===== src/logic/mul_pkg.sv =====
package mul_pkg;

	//**********************************************************
	// widths and step counts
	//**********************************************************

	// operand width fixed by the ISA
	localparam int MUL_XLEN = 64;
	// two extra multiplier bits give a whole number of booth digits
	localparam int MUL_EXT_W = 66;
	// radix-4 steps, 66 bits / 2
	localparam int MUL_STEPS_D = 33;
	// word mode only needs 34 bits of multiplier
	localparam int MUL_STEPS_W = 17;
	// partial product and accumulator width
	localparam int MUL_PP_W = 130;

	//**********************************************************
	// enums
	//**********************************************************

	// bit 1 marks a signed multiplicand, bit 0 a signed multiplier
	typedef enum logic [1:0] {
		MUL_UU = 2'b00,
		MUL_SU = 2'b10,
		MUL_SS = 2'b11
	} mul_sign_e;

	// sequencer states
	typedef enum logic [1:0] {
		ST_IDLE = 2'b00,
		ST_RUN  = 2'b01,
		ST_DONE = 2'b10
	} mul_state_e;

	//**********************************************************
	// request and response
	//**********************************************************

	typedef struct packed {
		logic                word;
		mul_sign_e           sign;
		logic [MUL_XLEN-1:0] mcand;
		logic [MUL_XLEN-1:0] mplier;
	} mul_req_t;

	// full 128-bit product, or the formatted word result
	typedef struct packed {
		logic [MUL_XLEN-1:0] hi;
		logic [MUL_XLEN-1:0] lo;
	} mul_resp_t;

endpackage


===== src/logic/booth_mul.sv =====
`timescale 1ns/1ns

module booth_mul import mul_pkg::*; (
	input  logic                 clk,
	input  logic                 rst,
	input  logic                 start,
	input  logic [MUL_EXT_W-1:0] mcand,
	input  logic [MUL_EXT_W-1:0] mplier,
	input  logic [5:0]           steps,
	input  logic                 flush,
	output logic                 busy,
	output logic                 done,
	output mul_resp_t            product
);

	//**********************************************************
	// state and datapath registers
	//**********************************************************

	mul_state_e state_q;
	// steps issued so far
	logic [5:0] cnt_q;
	// step count latched at start
	logic [5:0] steps_q;

	logic [MUL_EXT_W-1:0] mcand_q;
	// multiplier shift register, low two bits feed the recoder
	logic [MUL_EXT_W-1:0] mq_q;
	// bit shifted out below mq_q[0], zero at start
	logic                 mlow_q;

	// running sum
	logic [MUL_PP_W-1:0] acc_q;
	// registered partial product, added one cycle later
	logic [MUL_PP_W-1:0] pp_q;
	logic [MUL_PP_W-1:0] pp_w;

	// current booth digit
	logic [2:0] digit;

	assign digit = {mq_q[1:0], mlow_q};

	booth_pp_gen pp_gen (
		.digit (digit),
		.mcand (mcand_q),
		.step  (cnt_q),
		.pp    (pp_w)
	);

	//**********************************************************
	// sequencer
	//**********************************************************

	always_ff @(posedge clk) begin
		if (rst) begin
			state_q <= ST_IDLE;
			cnt_q   <= '0;
		end else begin
			unique case (state_q)
				ST_IDLE: begin
					if (start) begin
						state_q <= ST_RUN;
						cnt_q   <= '0;
					end
				end
				ST_RUN: begin
					// flush drops the request, no done
					if (flush) begin
						state_q <= ST_IDLE;
					end else if (cnt_q == steps_q) begin
						// last add lands on this edge
						state_q <= ST_DONE;
					end else begin
						cnt_q <= cnt_q + 6'd1;
					end
				end
				ST_DONE: begin
					// back-to-back request in the done cycle
					if (start) begin
						state_q <= ST_RUN;
						cnt_q   <= '0;
					end else begin
						state_q <= ST_IDLE;
					end
				end
				default: begin
					state_q <= ST_IDLE;
				end
			endcase
		end
	end

	//**********************************************************
	// accumulate datapath
	//**********************************************************

	always_ff @(posedge clk) begin
		if (start) begin
			mcand_q <= mcand;
			mq_q    <= mplier;
			mlow_q  <= 1'b0;
			acc_q   <= '0;
			// nothing to add on the first run edge
			pp_q    <= '0;
			steps_q <= steps;
		end else if (state_q == ST_RUN) begin
			acc_q  <= acc_q + pp_q;
			pp_q   <= pp_w;
			// shift in sign, top digits are never past the end
			mq_q   <= {{2{mq_q[MUL_EXT_W-1]}}, mq_q[MUL_EXT_W-1:2]};
			mlow_q <= mq_q[1];
		end
	end

	//**********************************************************
	// outputs
	//**********************************************************

	assign busy = (state_q == ST_RUN);
	assign done = (state_q == ST_DONE);

	// low 128 bits are the product, valid while done
	assign product.hi = acc_q[2*MUL_XLEN-1:MUL_XLEN];
	assign product.lo = acc_q[MUL_XLEN-1:0];

	//**********************************************************
	// checks
	//**********************************************************

	// done is a single-cycle pulse
	a_done_pulse: assert property (@(posedge clk) disable iff (rst)
		done |=> !done);

	// top level must hold off requests while running
	a_no_start_busy: assert property (@(posedge clk) disable iff (rst)
		busy |-> !start);

	// a flushed run never completes
	a_flush_kills: assert property (@(posedge clk) disable iff (rst)
		(flush && state_q == ST_RUN) |=> (!done && !busy));

endmodule


===== src/logic/booth_pp_gen.sv =====
`timescale 1ns/1ns

module booth_pp_gen import mul_pkg::*; (
	input  logic [2:0]           digit,
	input  logic [MUL_EXT_W-1:0] mcand,
	input  logic [5:0]           step,
	output logic [MUL_PP_W-1:0]  pp
);

	// multiplicand, sign-extended to accumulator width
	logic [MUL_PP_W-1:0] m1;
	// two times the multiplicand
	logic [MUL_PP_W-1:0] m2;
	// selected magnitude before negation
	logic [MUL_PP_W-1:0] mag;
	// partial product before positioning
	logic [MUL_PP_W-1:0] signed_pp;
	logic                neg;

	//**********************************************************
	// radix-4 recoding
	//**********************************************************

	always_comb begin
		m1 = {{(MUL_PP_W - MUL_EXT_W){mcand[MUL_EXT_W-1]}}, mcand};
		m2 = m1 << 1;

		// digit is {b[2i+1], b[2i], b[2i-1]}
		case (digit)
			3'b001, 3'b010: begin
				mag = m1;
				neg = 1'b0;
			end
			3'b011: begin
				mag = m2;
				neg = 1'b0;
			end
			3'b100: begin
				mag = m2;
				neg = 1'b1;
			end
			3'b101, 3'b110: begin
				mag = m1;
				neg = 1'b1;
			end
			// 000 and 111 contribute nothing
			default: begin
				mag = '0;
				neg = 1'b0;
			end
		endcase

		// two's complement negate
		signed_pp = neg ? (~mag + 1'b1) : mag;

		// each digit weighs 4^step
		pp = signed_pp << {step, 1'b0};
	end

endmodule


===== src/logic/mul_unit.sv =====
`timescale 1ns/1ns

module mul_unit import mul_pkg::*; (
	input  logic      clk,
	input  logic      rst,
	input  logic      req_valid,
	input  mul_req_t  req,
	input  logic      flush,
	output logic      ready,
	output logic      resp_valid,
	output mul_resp_t resp
);

	// accepted request strobe
	logic start;
	logic busy;
	logic done;

	// operands extended by sign mode
	logic [MUL_EXT_W-1:0] mcand_ext;
	logic [MUL_EXT_W-1:0] mplier_ext;
	logic [5:0]           steps;

	mul_resp_t raw;
	// word flag of the request in flight
	logic      word_q;

	//**********************************************************
	// operand staging
	//**********************************************************

	// word mode keeps only the low 32 bits
	function automatic logic [MUL_EXT_W-1:0] ext_op(
		input logic [MUL_XLEN-1:0] val,
		input logic                sgn,
		input logic                word
	);
		logic [MUL_EXT_W-1:0] res;
		if (word) begin
			res = {{(MUL_EXT_W - 32){sgn & val[31]}}, val[31:0]};
		end else begin
			res = {{(MUL_EXT_W - MUL_XLEN){sgn & val[MUL_XLEN-1]}}, val};
		end
		return res;
	endfunction

	assign start = req_valid & ready;

	// SU and SS both treat the multiplicand as signed
	assign mcand_ext  = ext_op(req.mcand, req.sign != MUL_UU, req.word);
	assign mplier_ext = ext_op(req.mplier, req.sign == MUL_SS, req.word);

	assign steps = req.word ? 6'(MUL_STEPS_W) : 6'(MUL_STEPS_D);

	always_ff @(posedge clk) begin
		if (rst) begin
			word_q <= 1'b0;
		end else if (start) begin
			word_q <= req.word;
		end
	end

	booth_mul seq (
		.clk     (clk),
		.rst     (rst),
		.start   (start),
		.mcand   (mcand_ext),
		.mplier  (mplier_ext),
		.steps   (steps),
		.flush   (flush),
		.busy    (busy),
		.done    (done),
		.product (raw)
	);

	//**********************************************************
	// result formatting
	//**********************************************************

	assign ready      = ~busy;
	assign resp_valid = done;

	always_comb begin
		if (word_q) begin
			// 32-bit result sign-extended, upper word likewise
			resp.lo = {{32{raw.lo[31]}}, raw.lo[31:0]};
			resp.hi = {{32{raw.lo[63]}}, raw.lo[63:32]};
		end else begin
			resp = raw;
		end
	end

endmodule


===== config.mk =====
export PLATFORM = sky130hd
export DESIGN_NAME = mul_unit
export DESIGN_NICKNAME = d
export VERILOG_FILES = /design/src/logic/mul_pkg.sv /design/src/logic/booth_mul.sv /design/src/logic/booth_pp_gen.sv /design/src/logic/mul_unit.sv
export SDC_FILE = /design/constraint.sdc
export NUM_CORES = 2
export LEC_CHECK = 0
export BUFFER_PORTS_ARGS = -buffer_cell sky130_fd_sc_hd__buf_2
export CORE_MARGIN = 2
export CORE_UTILIZATION = 26
export CTS_CLUSTER_DIAMETER = 60
export DETAILED_ROUTE_END_ITERATION = 10
export HOLD_SLACK_MARGIN = 0.05
export SYNTH_ARGS = -nofsm -noshare
export SYNTH_HDL_FRONTEND = slang
export SYNTH_SLANG_ARGS = --single-unit

===== constraint.sdc =====
create_clock -name clk -period 5.2 [get_ports clk]
set_input_delay 1.04 -clock clk [delete_from_list [all_inputs] [get_ports clk]]
set_output_delay 1.04 -clock clk [all_outputs]
set_load 0.005 [all_outputs]

Yosys cells after proc, flatten, opt, wreduce, memory -nomap -nowiden. Cells that the tools add are included.

Add/subtract/negate cells: 3. Equality and inequality tests: 15. Shift-type cells: 1. Mux-type cells: 18. Bitwise operators: 7. Reduce and logical (&&, ||, !) cells: 10.

Operators by type and width (count): 130-bit case mux with 2 select lines (1); 66-bit two-way mux (3); 130-bit by 1-bit adder with 130-bit output (second input constant) (1); 130-bit adder (1); 130-bit two-way mux (1); 130-bit inverter (1); 130-bit by 7-bit left shift with 130-bit output (1); 128-bit two-way mux (1); 65-bit two-way mux (1); 6-bit two-way mux (4); 6-bit case mux with 2 select lines (1); 3-bit == test (second input constant) (3); 6-bit by 1-bit adder with 6-bit output (second input constant) (1); 3-bit by 2-bit == test with 1-bit output (second input constant) (2); 6-bit == test (1); 2-bit two-way mux (3); 2-bit case mux with 3 select lines (1); 2-bit nonzero test (3); 1-bit bitwise AND (5); 2-bit == test (second input constant) (2); 2-bit by 1-bit != test with 1-bit output (second input constant) (2); 2-bit != test (second input constant) (2); 4-bit AND reduction (1); 2-bit OR reduction (2); 9 further kinds (10).

Bits in registers: 408. Output and inout bits: 130. Logic and storage cells: 64.

Longest topological paths before layout.
Word-level depth: 7. Gate-level depth with buffers: 23.

Hierarchy. From an unflattened synthesis, not the netlist that was laid out.

Cells, all modules: 4968. Area total of the unflattened synthesis: 37016.8 µm².

Modules (own cells, without submodules): booth_mul (instances 1, cells each 2589, area each 22281.4 µm²); booth_pp_gen (instances 1, cells each 2041, area each 12928.6 µm²); mul_unit (instances 1, cells each 338, area each 1806.7 µm²).

Worst setup path before layout. OpenSTA, ideal clock, no wires.

Path kind: flip-flop to flip-flop. Start: register seq.mq_q[0]. End: register seq.pp_q[54]. Arrival: 5009 ps. Data required time: 5078 ps. Path slack: 70 ps. Stages on the path, launching flop included: 21. Path buffers: 6. Period minus slack after synthesis: 5130 ps. Path through: edfxtp_1 -> buf_6 -> nor2b_1 -> clkbuf_1 -> clkbuf_1 -> a21o_1 -> buf_2 -> buf_1 -> a22oi_1 -> ha_1 -> nand2b_1 -> a221oi_2 -> a2bb2oi_2 -> nand4_2 -> buf_2 -> or3_1 -> a32o_1 -> a211o_1 -> mux2_2 -> mux4_2 -> a221o_1.

Cells in the longest elaborated chain, start to end: 7.

RTL lines: start: declaration (RTL line booth_mul.sv:28) `logic [MUL_EXT_W-1:0] mq_q;`; start signal: assignment (RTL line booth_mul.sv:100) `mq_q <= mplier;`; start signal: assignment (RTL line booth_mul.sv:110) `mq_q <= {{2{mq_q[MUL_EXT_W-1]}}, mq_q[MUL_EXT_W-1:2]};`; 3-bit == test, or another cell as far along (RTL line booth_pp_gen.sv:29) `case (digit)`; 4-bit OR reduction (no source line) or 2-bit OR reduction (tied branches); 130-bit case mux with 2 select lines (RTL line booth_pp_gen.sv:29); 130-bit inverter (RTL line booth_pp_gen.sv:54) `signed_pp = neg ? (~mag + 1'b1) : mag;`; 130-bit by 1-bit adder with 130-bit output (RTL line booth_pp_gen.sv:54); 130-bit two-way mux (*) (RTL line booth_pp_gen.sv:54); 130-bit by 7-bit left shift with 130-bit output (*) (RTL line booth_pp_gen.sv:57) `pp = signed_pp << {step, 1'b0};`; end signal: assignment (RTL line booth_mul.sv:108) `pp_q <= pp_w;`; end: declaration (RTL line booth_mul.sv:35) `logic [MUL_PP_W-1:0] pp_q;`.

Mark *: on every way between the ends. The rest lies on a longest branch, timed or not. A chain may end at the register's enable or synchronous reset.

Worst setup path after layout.
Start: register seq.acc_q[0]. End: register seq.acc_q[124].

Cells in the longest elaborated chain, start to end: 1.

RTL lines: start: declaration (RTL line booth_mul.sv:33) `logic [MUL_PP_W-1:0] acc_q;`; start signal: assignment (RTL line booth_mul.sv:107) `acc_q <= acc_q + pp_q;`; 130-bit adder (RTL line booth_mul.sv:107).

No other way between the ends.

==> run metrics <==
Iteration-0 DRC Markers around 5,000; met3 usage 0.0410; Gate Count Post-Synth ~4,700; vias in the first global route ~36,000; Post-route DRC 0; CP Capture Type register; cell area after synthesis between 0.03 and 0.04 mm2; Clock Tree Buf Depth 3; clk slew on worst S/H paths about 60 ps; Worst Skew approximately 57 ps; CP Class reg2reg; top-level I/O count approximately 270; Critical Path RT 5710 ps; initial core utilization 0.262; CTS Buf Count 59; Fmax 0.194 GHz; kind of start point of the critical path register; slowest cell delay on critical path ~650 ps; RSZ-0062 raised after global routing yes; P per Cell Area 347 mW/mm2; clk_lat worst skew roughly 700 ps; post-route insts no fill approximately 6,700; setup ws final between 40 and 50 ps; die width 376 um; status complete, no violations; antenna violation net count after detailed routing 0; met2 Use GR 0.344; Final Max Tran Viols 0; number of synthesized flops with an enable pin around 130; first-pass GRT wire length 245,000 um; count of input and output buffers approximately 260; hold buffer count at cts 0; gr usage total 0.228; Syn Area/Cell 7.63 um2; Ys Warns 0; Distinct cells, synth 105; synth top area cells dfxtp_1 15%, edfxtp_1 11%, o21ai_0 6.3%; NumNets Final 5,102; met1 Usage GRT 0.315; initial antenna violation count 9; cell total after placement around 6,600; GPL Wtd Cong a little over 1; crit share post-route 0.992; Final Instance Area ~0.042 mm2; Synth area leader dfxtp_1; die height 376 um; WL/cell between 20 and 30 um; via-per-instance ratio around 6.0; Fin. Hold Viols 0; Detailed Routing Iterations Pass 1 9; H-Tree Level Count 2; CP delay by family, top compound AO/OA/AOI/OAI gates; Seq/Total Area, Yosys 0.259; Core ar. 0.137 mm2; CP bufs+invs 2; Via Count 39,800; syn_nets 4,984; Hold Crit Class reg2reg; Place WS 236 ps; layout cell share with drive strength beyond 1 0.152; MaxCap Viol Count 0; final setup vio count 0; area delta synth->final 15.7%; Final Hold Slack 488 ps; Total Wirelength approximately 170,000 um; Async SR Flop Fraction 0; Slowest-stage cell, CP a211oi_1; CP Max Fanout 4; Clock Sinks 399; total gr overflow 0; num rows 136; hpwl dp 131,000 um; setup_tns 0 ps; Placement Cell Area 0.0395 mm2; critical-path cell list ha_1, inv_1, fa_1, nor2b_1, o2111ai_1, a211oi_1, o211ai_1, a2111oi_0, buf_4, o21ai_0, a21oi_1, o2111ai_1, a211oi_1, mux2i_1, o211ai_1; Synth Flop Type dfxtp_1; CTS Root Cell clkbuf_16; synthesized flop and latch total 399; fin crit period approximately 5200 ps; worst-margin pin slew 1220 ps; Worst slew margin 0.186; TritonCTS clock tree done; top-area cell type share of the netlist area 0.148; Die Footprint around 0.14 mm2; Lkg Pwr 16.5 nW; busiest grt layer met2; largest net degree at the start of global routing roughly 110; CP arrival around 5700 ps; Max VDD drop 0.305 mV
[kinds of logic after synthesis]
| group | count (synthesis) | synth area share |
|---|---|---|
| compound gates | 1842 | 0.346 |
| flops | 399 | 0.259 |
| mux | 154 | 0.0506 |
| simple gates | 1444 | 0.192 |
| fa+ha+maj | 131 | 0.0457 |
| xor+xnor | 155 | 0.0379 |
| buf+inv | 593 | 0.0693 |
[power by group]
part / total [W] / leakage [nW] / switching [W] / internal [W]
Clock: 0.00425 / 1.00 / 0.00176 / 0.00249
Sequential: 0.00421 / 3.51 / 0.000549 / 0.00366
Combinational: 0.00601 / 11.9 / 0.00387 / 0.00214
[metal layers]
metal | wire [um] | share of wire
met5 | 36 | 0.00021
met3 | 15600 | 0.092
met1 | 72600 | 0.43
met4 | 8370 | 0.050
met2 | 72200 | 0.43
[registers in the layout, indices dropped and copies added (netlist names)]
register and flops:
seq.mq_q 66, word_q 1, seq.state_q 2, seq.acc_q 128
seq.pp_q 128, seq.mcand_q 65, seq.mlow_q 1, seq.steps_q 2
seq.cnt_q 6
[cells in the final DEF, fill, tap and decap left out, drive strengths merged, types with 42 or more instances in the layout]
master,netlist,routed
a211oi,63,63
a21o,115,115
a21oi,367,367
a221o,50,50
a221oi,43,43
a22oi,81,81
a31oi,48,48
buf,115,465
clkbuf,293,71
dfxtp,266,266
edfxtp,133,133
ha,130,130
inv,183,199
mux2,54,54
mux2i,83,83
nand2,520,520
nand2b,52,52
nand3,154,154
nand3b,42,42
nand4,84,84
nor2,292,292
nor3,93,93
o211ai,61,61
o21ai,471,471
o22ai,43,43
o31ai,56,56
xnor2,107,107
xor2,48,48
[repair_timing]
| item | 4_1_cts | 5_1_grt |
|---|---|---|
| resized for setup | 0 | 8 |
| buffers inserted | 0 | 3 |
| endpoints found under the setup margin | 0 | 18 |
[through the flow]
stage | utilization | power, W
6_report | 0.303 | 0.0145
5_1_grt | 0.303 | 0.0151
4_1_cts | 0.302 | 0.0143
3_5_place_dp | 0.287 | 0.0100
3_3_place_gp | 0.287 | 0.0100
2_1_floorplan | - | 0.00772
[layout make-up]
cell class	count	area (um2)
Sequential cell	399	9340
Fill cell	14800	95800
Multi-Input combinational cell	3726	24300
Clock buffer	71	1640
Clock inverter	39	445
Inverter	185	709
Antenna cell	3	7.51
Tap cell	1794	2240
Timing Repair Buffer	465	2990
[path summary, 6_finish.rpt]
kind                     start        endpoint  slack (ps)  cells past startpoint
setup / recovery  seq.acc_q[0]  seq.acc_q[124]          40                     15
hold / removal    seq.acc_q[8]    seq.acc_q[8]         490                      2
setup reg to reg  seq.acc_q[0]  seq.acc_q[124]          40                     15
hold reg to reg   seq.acc_q[8]    seq.acc_q[8]         490                      2
[worst register-to-register path: cells and delay by family (launching register included)]
| family | cells | cell delay (ps) |
|---|---|---|
| simple gates | 1 | 230 |
| mux | 1 | 260 |
| fa+ha+maj | 2 | 580 |
| compound gates | 9 | 3260 |
| buf+inv | 2 | 270 |
| flops | 1 | 380 |
[synth_stat cells (79+ instances only)]
| library cell | n |
|---|---|
| nand3_1 | 154 |
| nor2_1 | 292 |
| a22oi_1 | 79 |
| mux2i_1 | 83 |
| inv_1 | 183 |
| nor3_1 | 91 |
| a21oi_1 | 366 |
| clkbuf_1 | 293 |
| xnor2_1 | 106 |
| nand2_1 | 520 |
| nand4_1 | 81 |
| a21o_1 | 115 |
| dfxtp_1 | 266 |
| ha_1 | 130 |
| edfxtp_1 | 133 |
| o21ai_0 | 454 |
Note: power is estimated with default switching activity, not from simulation.
